$ cat src/verilog/hsd_cfg.svh
`ifndef HSD_CFG_SVH
`define HSD_CFG_SVH

// Sample stream geometry
`define HSD_ADC_WIDTH          12
`define HSD_LANE_WIDTH         16
`define HSD_SAMPLES_PER_CLOCK  2
`define HSD_CHANNEL_COUNT      2
`define HSD_BUFFER_DEPTH       64
`define HSD_TRIGGER_WIDTH      7

// Timekeeping defaults
`define HSD_TICKS_PER_US       100
`define HSD_US_PER_SECOND      1000000

// Host register interface
`define HSD_REG_ADDR_WIDTH     5
`define HSD_REG_DATA_WIDTH     32
`define HSD_FIRMWARE_ID        32'h4853_4431

// Register map
`define HSD_REG_ID             5'd0
`define HSD_REG_MICROSECONDS   5'd1
`define HSD_REG_SECONDS        5'd2
`define HSD_REG_TRIGGER        5'd3
`define HSD_REG_ACQ_CSR        5'd4
`define HSD_REG_ACQ_DATA       5'd5
`define HSD_REG_ACQ_TIMESTAMP  5'd6
`define HSD_REG_RANGE_CLEAR    5'd7
`define HSD_REG_RANGE_BASE     5'd8

`endif

$ cat src/verilog/hsdPkg.sv
`include "hsd_cfg.svh"

package hsdPkg;

    ////////////////////
    // Host register words
    typedef logic [`HSD_REG_ADDR_WIDTH-1:0] regAddrT;
    typedef logic [`HSD_REG_DATA_WIDTH-1:0] regWordT;

    ////////////////////
    // ADC samples
    // Lane 0 in the low bits, code left-justified in each lane
    typedef logic [`HSD_SAMPLES_PER_CLOCK*`HSD_LANE_WIDTH-1:0] sampleWordT;
    typedef logic signed [`HSD_ADC_WIDTH-1:0] sampleT;

    // Bit 0 is the software trigger
    typedef logic [`HSD_TRIGGER_WIDTH-1:0] triggerBusT;

    typedef logic [$clog2(`HSD_BUFFER_DEPTH)-1:0] bufAddrT;

    typedef enum logic [1:0] {
        ACQ_IDLE    = 2'd0,
        ACQ_ARMED   = 2'd1,
        ACQ_CAPTURE = 2'd2,
        ACQ_DONE    = 2'd3
    } acqStateT;

endpackage

$ cat src/verilog/regBank.sv
`timescale 1ns/100ps
`include "hsd_cfg.svh"

module regBank (
    input  logic            sysClk,
    input  logic            arstN,
    input  logic            regValid,
    output logic            regReady,
    input  logic            regWrite,
    input  hsdPkg::regAddrT regAddr,
    input  hsdPkg::regWordT regWdata,
    output logic            rspValid,
    output hsdPkg::regWordT rspData,
    output logic            triggerWrite,
    output logic            acqCsrWrite,
    output logic            acqDataWrite,
    output logic            acqDataRead,
    output logic            rangeClearWrite,
    output hsdPkg::regWordT wrData,
    input  hsdPkg::regWordT microseconds,
    input  hsdPkg::regWordT seconds,
    input  hsdPkg::regWordT triggerMask,
    input  hsdPkg::regWordT acqStatus,
    input  hsdPkg::regWordT acqData,
    input  hsdPkg::regWordT acqTimestamp,
    input  hsdPkg::regWordT rangeWords [`HSD_CHANNEL_COUNT]
);

    logic            accept;
    logic            writeAccept;
    logic            readAccept;
    logic            rspIsData;
    hsdPkg::regWordT readWord;
    hsdPkg::regWordT rspWord;

    // At most one read response in flight
    assign regReady    = ~rspValid;
    assign accept      = regValid & regReady;
    assign writeAccept = accept & regWrite;
    assign readAccept  = accept & ~regWrite;

    // Buffer memory is read on the accepting edge
    assign acqDataRead = readAccept && (regAddr == `HSD_REG_ACQ_DATA);

    ////////////////////
    // Write strobes
    always_ff @(posedge sysClk or negedge arstN) begin
        if (!arstN) begin
            triggerWrite    <= 1'b0;
            acqCsrWrite     <= 1'b0;
            acqDataWrite    <= 1'b0;
            rangeClearWrite <= 1'b0;
        end else begin
            triggerWrite    <= writeAccept && (regAddr == `HSD_REG_TRIGGER);
            acqCsrWrite     <= writeAccept && (regAddr == `HSD_REG_ACQ_CSR);
            acqDataWrite    <= writeAccept && (regAddr == `HSD_REG_ACQ_DATA);
            rangeClearWrite <= writeAccept && (regAddr == `HSD_REG_RANGE_CLEAR);
        end
    end

    always_ff @(posedge sysClk) begin
        if (writeAccept) begin
            wrData <= regWdata;
        end
    end

    ////////////////////
    // Read path
    always_comb begin
        readWord = '0;
        case (regAddr)
            `HSD_REG_ID:            readWord = `HSD_FIRMWARE_ID;
            `HSD_REG_MICROSECONDS:  readWord = microseconds;
            `HSD_REG_SECONDS:       readWord = seconds;
            `HSD_REG_TRIGGER:       readWord = triggerMask;
            `HSD_REG_ACQ_CSR:       readWord = acqStatus;
            `HSD_REG_ACQ_TIMESTAMP: readWord = acqTimestamp;
            default: begin
                // One range word per channel
                for (int c = 0; c < `HSD_CHANNEL_COUNT; c++) begin
                    if (regAddr == hsdPkg::regAddrT'(`HSD_REG_RANGE_BASE + c)) begin
                        readWord = rangeWords[c];
                    end
                end
            end
        endcase
    end

    always_ff @(posedge sysClk or negedge arstN) begin
        if (!arstN) begin
            rspValid  <= 1'b0;
            rspIsData <= 1'b0;
        end else begin
            rspValid  <= readAccept;
            rspIsData <= acqDataRead;
        end
    end

    always_ff @(posedge sysClk) begin
        if (readAccept) begin
            rspWord <= readWord;
        end
    end

    // Buffer words come from the memory output register
    assign rspData = rspIsData ? acqData : rspWord;

endmodule

$ cat src/verilog/timeKeeper.sv
`timescale 1ns/100ps
`include "hsd_cfg.svh"

module timeKeeper #(
    parameter int ticksPerMicrosecond   = `HSD_TICKS_PER_US,
    parameter int microsecondsPerSecond = `HSD_US_PER_SECOND
) (
    input  logic            sysClk,
    input  logic            arstN,
    output hsdPkg::regWordT microseconds,
    output hsdPkg::regWordT seconds
);

    hsdPkg::regWordT tickCount;
    hsdPkg::regWordT usInSecond;
    logic            usTick;

    assign usTick = (tickCount == hsdPkg::regWordT'(ticksPerMicrosecond - 1));

    // Microsecond prescaler
    always_ff @(posedge sysClk or negedge arstN) begin
        if (!arstN) begin
            tickCount <= '0;
        end else if (usTick) begin
            tickCount <= '0;
        end else begin
            tickCount <= tickCount + 1'b1;
        end
    end

    // Microseconds keep counting since boot, usInSecond marks whole seconds
    always_ff @(posedge sysClk or negedge arstN) begin
        if (!arstN) begin
            microseconds <= '0;
            usInSecond   <= '0;
            seconds      <= '0;
        end else if (usTick) begin
            microseconds <= microseconds + 1'b1;
            if (usInSecond == hsdPkg::regWordT'(microsecondsPerSecond - 1)) begin
                usInSecond <= '0;
                seconds    <= seconds + 1'b1;
            end else begin
                usInSecond <= usInSecond + 1'b1;
            end
        end
    end

endmodule

$ cat src/verilog/triggerSelect.sv
`timescale 1ns/100ps
`include "hsd_cfg.svh"

module triggerSelect (
    input  logic                          sysClk,
    input  logic                          arstN,
    input  logic [`HSD_TRIGGER_WIDTH-2:0] eventTriggers,
    input  logic                          triggerWrite,
    input  hsdPkg::regWordT               wrData,
    output hsdPkg::regWordT               triggerMask,
    output logic                          acqTrigger
);

    logic [`HSD_TRIGGER_WIDTH-2:0] eventMeta;
    logic [`HSD_TRIGGER_WIDTH-2:0] eventSync;
    logic [`HSD_TRIGGER_WIDTH-2:0] eventPrev;
    logic                          softTrigger;
    hsdPkg::triggerBusT            sourceStrobes;
    hsdPkg::triggerBusT            enableMask;

    ////////////////////
    // Event trigger synchronizer and edge detect
    always_ff @(posedge sysClk or negedge arstN) begin
        if (!arstN) begin
            eventMeta <= '0;
            eventSync <= '0;
            eventPrev <= '0;
        end else begin
            eventMeta <= eventTriggers;
            eventSync <= eventMeta;
            eventPrev <= eventSync;
        end
    end

    // Single clock domain, so the software strobe is used as is
    assign softTrigger   = triggerWrite & wrData[0];
    assign sourceStrobes = {eventSync & ~eventPrev, softTrigger};

    ////////////////////
    // Enable mask and trigger output
    always_ff @(posedge sysClk or negedge arstN) begin
        if (!arstN) begin
            enableMask <= '0;
            acqTrigger <= 1'b0;
        end else begin
            if (triggerWrite) begin
                enableMask <= wrData[1 +: `HSD_TRIGGER_WIDTH];
            end
            acqTrigger <= |(sourceStrobes & enableMask);
        end
    end

    // Mask reads back in the bits it was written to
    assign triggerMask = {{(`HSD_REG_DATA_WIDTH-`HSD_TRIGGER_WIDTH-1){1'b0}},
                          enableMask, 1'b0};

endmodule

$ cat src/verilog/rangeCheck.sv
`timescale 1ns/100ps
`include "hsd_cfg.svh"

module rangeCheck (
    input  logic               sysClk,
    input  logic               arstN,
    input  hsdPkg::sampleWordT samples [`HSD_CHANNEL_COUNT],
    input  logic               samplesValid,
    input  logic               rangeClearWrite,
    output hsdPkg::regWordT    rangeWords [`HSD_CHANNEL_COUNT]
);

    localparam int halfWidth = `HSD_REG_DATA_WIDTH / 2;
    localparam int codeLsb   = `HSD_LANE_WIDTH - `HSD_ADC_WIDTH;

    // Cleared trackers start inverted so any sample replaces them
    localparam hsdPkg::sampleT codeMax = {1'b0, {(`HSD_ADC_WIDTH-1){1'b1}}};
    localparam hsdPkg::sampleT codeMin = {1'b1, {(`HSD_ADC_WIDTH-1){1'b0}}};

    for (genvar ch = 0; ch < `HSD_CHANNEL_COUNT; ch++) begin : chanTrack
        hsdPkg::sampleT wordMin;
        hsdPkg::sampleT wordMax;
        hsdPkg::sampleT rangeMin;
        hsdPkg::sampleT rangeMax;

        // Lane extremes of the current word
        always_comb begin
            hsdPkg::sampleT code;
            wordMin = codeMax;
            wordMax = codeMin;
            for (int lane = 0; lane < `HSD_SAMPLES_PER_CLOCK; lane++) begin
                code = samples[ch][lane*`HSD_LANE_WIDTH + codeLsb +: `HSD_ADC_WIDTH];
                if (code < wordMin) begin
                    wordMin = code;
                end
                if (code > wordMax) begin
                    wordMax = code;
                end
            end
        end

        always_ff @(posedge sysClk or negedge arstN) begin
            if (!arstN) begin
                rangeMin <= codeMax;
                rangeMax <= codeMin;
            end else if (rangeClearWrite) begin
                rangeMin <= codeMax;
                rangeMax <= codeMin;
            end else if (samplesValid) begin
                if (wordMin < rangeMin) begin
                    rangeMin <= wordMin;
                end
                if (wordMax > rangeMax) begin
                    rangeMax <= wordMax;
                end
            end
        end

        // Max in the upper half, min in the lower half
        assign rangeWords[ch] = {
            {(halfWidth-`HSD_ADC_WIDTH){rangeMax[`HSD_ADC_WIDTH-1]}}, rangeMax,
            {(halfWidth-`HSD_ADC_WIDTH){rangeMin[`HSD_ADC_WIDTH-1]}}, rangeMin};
    end

endmodule

$ cat src/verilog/acqBuffer.sv
`timescale 1ns/100ps
`include "hsd_cfg.svh"

module acqBuffer (
    input  logic               sysClk,
    input  logic               arstN,
    input  hsdPkg::sampleWordT samples [`HSD_CHANNEL_COUNT],
    input  logic               samplesValid,
    input  logic               acqTrigger,
    input  logic               acqCsrWrite,
    input  logic               acqDataWrite,
    input  logic               acqDataRead,
    input  hsdPkg::regWordT    wrData,
    input  hsdPkg::regWordT    microseconds,
    output hsdPkg::regWordT    acqStatus,
    output hsdPkg::regWordT    acqData,
    output hsdPkg::regWordT    acqTimestamp
);

    localparam int selWidth = ($clog2(`HSD_CHANNEL_COUNT) > 0) ?
                              $clog2(`HSD_CHANNEL_COUNT) : 1;
    localparam int addrWidth = $bits(hsdPkg::bufAddrT);
    localparam hsdPkg::bufAddrT lastIndex = hsdPkg::bufAddrT'(`HSD_BUFFER_DEPTH - 1);

    hsdPkg::acqStateT    state;
    logic [selWidth-1:0] chanSel;
    hsdPkg::bufAddrT     writeIdx;
    hsdPkg::bufAddrT     readPtr;
    hsdPkg::bufAddrT     readAddr;
    hsdPkg::sampleWordT  mem [`HSD_BUFFER_DEPTH];
    logic                armStrobe;
    logic                capture;

    assign armStrobe = acqCsrWrite & wrData[0];
    assign capture   = (state == hsdPkg::ACQ_CAPTURE) & samplesValid;

    ////////////////////
    // Acquisition FSM
    always_ff @(posedge sysClk or negedge arstN) begin
        if (!arstN) begin
            state        <= hsdPkg::ACQ_IDLE;
            chanSel      <= '0;
            writeIdx     <= '0;
            acqTimestamp <= '0;
        end else begin
            if (acqCsrWrite) begin
                chanSel <= wrData[4 +: selWidth];
            end
            // Arming restarts from any state
            if (armStrobe) begin
                state    <= hsdPkg::ACQ_ARMED;
                writeIdx <= '0;
            end else begin
                case (state)
                    hsdPkg::ACQ_ARMED: begin
                        if (acqTrigger) begin
                            state        <= hsdPkg::ACQ_CAPTURE;
                            acqTimestamp <= microseconds;
                        end
                    end
                    hsdPkg::ACQ_CAPTURE: begin
                        if (samplesValid) begin
                            writeIdx <= writeIdx + 1'b1;
                            if (writeIdx == lastIndex) begin
                                state <= hsdPkg::ACQ_DONE;
                            end
                        end
                    end
                    default: begin
                        state <= state;
                    end
                endcase
            end
        end
    end

    ////////////////////
    // Sample memory
    always_ff @(posedge sysClk) begin
        if (capture) begin
            mem[writeIdx] <= samples[chanSel];
        end
    end

    // A pointer load arriving with a read sets the read address
    assign readAddr = acqDataWrite ? wrData[addrWidth-1:0] : readPtr;

    always_ff @(posedge sysClk or negedge arstN) begin
        if (!arstN) begin
            readPtr <= '0;
        end else if (acqDataRead) begin
            readPtr <= readAddr + 1'b1;
        end else if (acqDataWrite) begin
            readPtr <= readAddr;
        end
    end

    // Read data lands in the response cycle
    always_ff @(posedge sysClk) begin
        if (acqDataRead) begin
            acqData <= mem[readAddr];
        end
    end

    always_comb begin
        acqStatus                 = '0;
        acqStatus[1:0]            = state;
        acqStatus[4 +: selWidth]  = chanSel;
    end

endmodule

$ cat src/verilog/hsdTop.sv
`timescale 1ns/100ps
`include "hsd_cfg.svh"

module hsdTop #(
    parameter int ticksPerMicrosecond   = `HSD_TICKS_PER_US,
    parameter int microsecondsPerSecond = `HSD_US_PER_SECOND
) (
    input  logic                          sysClk,
    input  logic                          arstN,
    input  logic                          regValid,
    output logic                          regReady,
    input  logic                          regWrite,
    input  hsdPkg::regAddrT               regAddr,
    input  hsdPkg::regWordT               regWdata,
    output logic                          rspValid,
    output hsdPkg::regWordT               rspData,
    input  hsdPkg::sampleWordT            samples [`HSD_CHANNEL_COUNT],
    input  logic                          samplesValid,
    input  logic [`HSD_TRIGGER_WIDTH-2:0] eventTriggers
);

    ////////////////////
    // Register strobes and readback
    logic            triggerWrite;
    logic            acqCsrWrite;
    logic            acqDataWrite;
    logic            acqDataRead;
    logic            rangeClearWrite;
    hsdPkg::regWordT wrData;
    hsdPkg::regWordT microseconds;
    hsdPkg::regWordT seconds;
    hsdPkg::regWordT triggerMask;
    hsdPkg::regWordT acqStatus;
    hsdPkg::regWordT acqData;
    hsdPkg::regWordT acqTimestamp;
    hsdPkg::regWordT rangeWords [`HSD_CHANNEL_COUNT];
    logic            acqTrigger;

    regBank regBank_i (.*);

    timeKeeper #(
        .ticksPerMicrosecond(ticksPerMicrosecond),
        .microsecondsPerSecond(microsecondsPerSecond)
    ) timeKeeper_i (
        .sysClk(sysClk),
        .arstN(arstN),
        .microseconds(microseconds),
        .seconds(seconds)
    );

    triggerSelect triggerSelect_i (.*);

    rangeCheck rangeCheck_i (.*);

    acqBuffer acqBuffer_i (.*);

endmodule

$ cat config.mk
export PLATFORM = sky130hd
export DESIGN_NAME = hsdTop
export DESIGN_NICKNAME = d
export VERILOG_FILES = /design/src/verilog/hsdPkg.sv /design/src/verilog/regBank.sv /design/src/verilog/timeKeeper.sv /design/src/verilog/triggerSelect.sv /design/src/verilog/rangeCheck.sv /design/src/verilog/acqBuffer.sv /design/src/verilog/hsdTop.sv
export VERILOG_INCLUDE_DIRS = /design/src /design/src/verilog
export SDC_FILE = /design/constraint.sdc
export NUM_CORES = 2
export LEC_CHECK = 0
export ABC_AREA = 0
export BUFFER_PORTS_ARGS = -buffer_cell sky130_fd_sc_hd__buf_2
export CORE_UTILIZATION = 55
export CTS_BUF_LIST = sky130_fd_sc_hd__clkbuf_4
export CTS_CLUSTER_SIZE = 14
export DETAILED_ROUTE_END_ITERATION = 16
export PLACE_DENSITY = 0.71
export SLEW_MARGIN = 20
export SYNTH_ARGS = -nofsm -noshare
export SYNTH_HDL_FRONTEND = slang
export SYNTH_SLANG_ARGS = --single-unit
$ cat constraint.sdc
create_clock -name sysClk -period 15.05 [get_ports sysClk]
set_clock_uncertainty 0.2 [all_clocks]
set_input_delay 0 -clock sysClk [delete_from_list [all_inputs] [get_ports sysClk]]
set_output_delay 0 -clock sysClk [all_outputs]
set_load 0.01 [all_outputs]
==> Word level (Yosys, flattened, before mapping) <==
Memories as Yosys holds them, arrays and structs flattened. A register that Yosys moved wholly into a read port is not among the register bits.
Index checks and enable logic that the tools add are counted.
{ "word_totals": {"register_bits": 295, "ramBits": 2048, "mem_count": 1, "output_inout_bits": 34} }
{ "op_classes": {"muxes": 42, "n_lt_le_gt_ge": 13, "n_bitwise": 13, "n_eq_ne": 17, "n_reduce_logical": 24, "addsub": 6} }
{ "memory_table": {"columns": ["memory", "depth", "word_bits", "rd", "rd_ports_with_merged_regs", "write_ports", "line", "rtl"], "rows": [
  ["acqBuffer_i.mem", 64, 32, 1, 1, 1, "acqBuffer.sv:30", "hsdPkg::sampleWordT mem [`HSD_BUFFER_DEPTH];"]
]} }
{ "ops": {"columns": ["operator", "n"], "rows": [
  ["$mux 32", 8],
  ["$mux 12", 20],
  ["$pmux 32 s6", 1],
  ["$add 32x1->32 const B", 4],
  ["$gt 12x12->1", 4],
  ["$lt 12x12->1", 4],
  ["$mux 6", 6],
  ["$eq 32x20->1 const B", 1],
  ["$eq 32x7->1 const B", 1],
  ["$gt 12x12->1 const B", 2],
  ["$lt 12x12->1 const B", 2],
  ["$eq 5x3->1 const B", 4],
  ["$reduce_bool 2->1", 8],
  ["$add 6x1->6 const B", 2],
  ["$reduce_and 2->1", 6],
  ["$eq 5x2->1 const B", 2],
  ["$eq 5x4->1 const B", 2],
  ["$ne 3x2->1 const B", 3],
  ["$mux 2", 4],
  ["$and 7x7->7", 1],
  ["$reduce_or 7->1", 1],
  ["$and 1x1->1", 6],
  ["$and 6x6->6", 1],
  ["$eq 6x6->1 const B", 1],
  ["other kinds (14)", 21]
]} }

==> Longest topological paths before layout <==
{ "depth": {"ltp_word": 8, "mapped_depth": 18} }

==> Modules after synthesis <==
Synthesis repeated with hierarchy kept, for this count alone.
{ "hier_totals": {"hier_cells": 7825, "area_unflattened_um2": 102774.8} }
{ "by_module_without_submodules": {"columns": ["module", "seq_area_each_um2", "area_per_inst_um2", "instances", "cells_per_inst"], "rows": [
  ["acqBuffer", 63636.0, 85749.7, 1, 6133],
  ["timeKeeper", 3203.1, 6083.3, 1, 582],
  ["rangeCheck", 1231.2, 5277.6, 1, 606],
  ["regBank", 2072.0, 4670.7, 1, 432],
  ["triggerSelect", 650.6, 993.5, 1, 72]
]} }

==> Worst setup path before layout <==
Ideal clock, no wire load.
{ "synth_path": {"kind": "register -> register", "startpoint": "register acqBuffer_i.state[0]", "endpoint": "memory acqBuffer_i.mem[32][0] (netlist name) (enable)", "setup_ps": 501, "arrival_time_ps": 4630, "path_stages_with_launch": 7, "period_less_slack_ps": 5332, "path_slack_ps": 9718, "cell_sequence": "dfrtp_1 > inv_1 > ha_1 > nand2_1 > or4b_2 > clkbuf_1 > nor4_1"} }
{ "synth_via": {"elab_chain_cells": 4} }
{ "synth_lines": {"columns": ["element", "line", "rtl"], "rows": [
  ["start, declared", "acqBuffer.sv:25", "hsdPkg::acqStateT state;"],
  ["start signal, assigned", "acqBuffer.sv:41", "state <= hsdPkg::ACQ_IDLE;"],
  ["start signal, assigned", "acqBuffer.sv:51", "state <= hsdPkg::ACQ_ARMED;"],
  ["start signal, assigned", "acqBuffer.sv:57", "state <= hsdPkg::ACQ_CAPTURE;"],
  ["$eq 2x2->1", "acqBuffer.sv:35", "assign capture = (state == hsdPkg::ACQ_CAPTURE) & samplesValid;"],
  ["$and 1x1->1", "acqBuffer.sv:35", null],
  ["$mux 1", "acqBuffer.sv:80", "if (capture) begin"],
  ["$mux 1 (implied by the code)", "acqBuffer.sv:81", "mem[writeIdx] <= samples[chanSel];"],
  ["end, declared", "acqBuffer.sv:30", null]
]} }
Every way passes these cells.

==> Final worst setup path <==
{ "layout_path": {"startpoint": "register regBank_i.acqDataWrite", "endpoint": "register acqBuffer_i.acqData[14], read port of acqBuffer_i.mem, data pin"} }
{ "layout_via": {"elab_chain_cells": 1} }
{ "layout_lines": {"columns": ["element", "line", "rtl"], "rows": [
  ["start, declared", "regBank.sv:16", "output logic acqDataWrite,"],
  ["start signal, assigned", "regBank.sv:56", "acqDataWrite <= writeAccept && (regAddr == `HSD_REG_ACQ_DATA);"],
  ["$mux 6", "acqBuffer.sv:86", "assign readAddr = acqDataWrite ? wrData[addrWidth-1:0] : readPtr;"],
  ["end, declared", "acqBuffer.sv:16", "output hsdPkg::regWordT acqData,"]
]} }
Every way passes these cells.
A chain may end at the register's enable or synchronous reset.

==> flow_summary.yaml <==
floorplan:
  ios: 146
  rows: 154
  fp.dieW_um: 424.3
  core_area_um2: 176700
  initial_core_util: 0.5552
  die_h_um: 424.3
  fp.dieArea_um2: 180100
clock_network:
  numCtsBuffers: 615
  cts.repair.resized: 0
  clock_latency_ns: 1.37
  cts.clk_slew.worst_paths_ns: 0.06
  htree_levels: 6
  clkSinkCount: 2375
  cts.path.max_buffers: 4
  cts_tree: "built"
  cts-root-buf: "clkbuf_4"
route:
  route.detailed.drc: 0
  drt_iter0_drc: 8529
  dr.pass1.iters: 8
  ant_nets: 0
  drt_wl_total_um: 277000
  wl_per_cell_um: 25.43
  num_vias: 66620
  via_per_inst: 6.116
synth:
  ys_ff_latch: 2375
  synth.area.top_cells: "edfxtp_1 65%, nand2_1 7.4%, dfrtp_1 5.9%"
  netlist_area_um2: 98100
  synth_flop_cell: "edfxtp_1"
  synth_cell_types: 70
  syn_nets: 7607
  synth_warnings: 0
  synth.top_cell.area_share: 0.6490
  avgSynthCellArea_um2: 13.27
  synthCells: 7395
  yosys.area.top_type: "edfxtp_1"
  synth_edf_count: 2120
  ys_seq_area_frac: 0.7143
  async_reset_ff_frac: 0.1074
sta:
  fmax_mhz: 159.1
  tns_ns: 0
  max_slew_margin: 0.1816
  slew_violations: 0
  rsz0062_at_grt: "no"
  worst_pin_slew_ns: 1.228
  hold_violations: 0
  fin_crit_sh: 0.4176
  fin_crit_ns: 6.285
  setup_viol: 0
min_path:
  worst_hold_path_type: "reg -> reg"
placed_design:
  io_buffers: 121
  place_congestion: 0.9014
  post-place-cells: 9575
  hpwlAfterDp_um: 141500
critical_path:
  cp_max_fo: 174
  critPathLaunchType: "flop"
  cp.required_ns: 15.79
  critPathKind: "reg -> reg"
  worst_setup_path_end_kind: "flop"
  cp.arrival_ns: 7.03
pwr:
  power.density_nw_per_um2: 151.8
  p_sw_mw: 5.408
  switching_share: 0.3164
  total_power_mw: 17.09
  static-leakage-power_nw: 41.76
  p_int_mw: 11.68
  power_frac_seq: 0.448
  ir_worst_vdd_mv: 0.1261
  comb_power_share: 0.246
  clkPwrFrac: 0.306
grt:
  grt_max_degree: 175
  antenna_found_initial: 13
  overflow: 0
  grt_first_pass_wirelength_um: 404100
  grt_pass1_vias: 65159
  grt_use_total: 0.3041
layout:
  drive_gt1_frac: 0.1736
  layout_commonest_cell: "edfxtp_1"
  stdcell_count: 10893
  final_cell_mix: "2120 x edfxtp_1, 1923 x nand2_1, 875 x clkbuf_4"
  syn_to_final_growth_pct: 14.76
  layout.nets: 8382
run_status:
  status: "finished clean"
job:
  cap_violations: 0
synthesized netlist by cell type (17+ instances only):
library cell	count
nand3_1	311
edfxtp_1	2120
a31oi_1	330
ha_1	100
o211ai_1	17
and3_1	346
clkbuf_1	378
a22oi_1	35
nand4_1	53
o21ai_0	30
mux2_2	132
o221ai_1	32
o22a_1	32
mux2i_1	229
nor4_1	28
nor3_1	27
dfrtp_1	231
a211oi_1	21
xnor2_1	90
a21oi_1	46
a221oi_1	138
a32o_1	128
xor2_1	37
inv_1	134
nor2_1	175
buf_2	30
nand2_1	1923
dfstp_2	24
buf_1	47
cell type report:
type	instances	area (um^2)
Tap cell	2340	2928
Inverter	136	525.5
Sequential cell	2375	70070
Fill cell	12679	64110
Clock buffer	875	6569
Antenna cell	8	20.02
Timing Repair Buffer	615	5400
Clock inverter	117	583.1
Multi-Input combinational cell	4427	26480
routing by layer:
layer | track usage | up-vias | part of all wire
met5 | 0 | - | 0.000047
met4 | 0.1751 | 2 | 0.056
met3 | 0.07418 | 679 | 0.11
met2 | 0.4622 | 3848 | 0.45
met1 | 0.4017 | 32685 | 0.38
li1 | - | 29406 | -
final timing paths:
path | start | end | slack [ns] | depth (start not counted)
min | triggerSelect_i.eventMeta[2] | triggerSelect_i.eventSync[2] | 0.15 | 0
max | regBank_i.acqDataWrite | acqBuffer_i.acqData[14] | 8.76 | 11
max in group asynchronous | arstN | acqBuffer_i.acqTimestamp[16] | 12.09 | 7
min reg2reg | triggerSelect_i.eventMeta[2] | triggerSelect_i.eventSync[2] | 0.15 | 0
min in group asynchronous | arstN | timeKeeper_i.tickCount[30] | 0.18 | 5
max reg2reg | regBank_i.acqDataWrite | acqBuffer_i.acqData[14] | 8.76 | 11
power by group through the flow:
stage / clock network, mW / registers [mW] / logic [mW]
global placement: 0 / 7.78 / 3.78
global route: 5.66 / 7.66 / 4.48
CTS: 5.32 / 7.65 / 4.09
floorplan: 0 / 7.74 / 2.55
detailed placement: 0 / 7.79 / 3.86
finish: 5.23 / 7.65 / 4.21
worst max-delay path: stages, from the launching register on:
cell and delay [ns]:
dfrtp_1 0.61, mux2i_4 0.31, buf_12 0.30, inv_8 0.60, buf_4 0.74, buf_12 0.47, mux2i_1 0.26, mux2i_1 0.11
a32o_1 0.25, a221oi_1 0.84, o22a_1 0.48, o221ai_1 0.33
metrics by stage:
| step | setup slack [ns] | cell area, um^2 | util | hold slack (ns) |
|---|---|---|---|---|
| after floorplan | 9.718 | 98100 | - | -0.4956 |
| after global placement | 9.057 | 102000 | 0.5775 | -0.08946 |
| after detailed placement | 9.000 | 102000 | 0.5775 | -0.09068 |
| after CTS | 8.964 | 112500 | 0.6369 | 0.003999 |
| after global routing | 8.618 | 112600 | 0.6371 | 0.1203 |
| final | 8.765 | 112600 | 0.6371 | 0.1518 |
sequential cells by signal, indices dropped and copies added, names as in the netlist, 7 cells and up:
register                         flops
timeKeeper_i.seconds                32
regBank_i.rspWord                   32
rangeCheck_i.chanTrack.rangeMin     24
acqBuffer_i.acqTimestamp            32
acqBuffer_i.acqData                 32
timeKeeper_i.microseconds           32
acqBuffer_i.mem                   2048
rangeCheck_i.chanTrack.rangeMax     24
timeKeeper_i.usInSecond             32
regBank_i.wrData                     8
timeKeeper_i.tickCount              32
triggerSelect_i.enableMask           7
what timing repair did:
action                                   CTS  global route
setup buffers                              0             0
endpoints found under the setup margin     0             0
hold buffers                             318             0
endpoints found under the hold margin   3799             0
logic make-up (layout without fill, tap and decap cells):
family / Yosys count / after routing / synth area share
and+or+nand+nor: 2956 / 2956 / 0.1319
DFF: 2375 / 2375 / 0.7143
AOI/OAI and AO/OA: 883 / 883 / 0.06796
buffers and inverters: 593 / 1743 / 0.02323
muxes: 361 / 361 / 0.03852
xor gates and xnor gates: 127 / 127 / 0.01134
adders and majority gates: 100 / 100 / 0.01275
other: 0 / 8 / 0
Power figures use the tool's default switching activity.
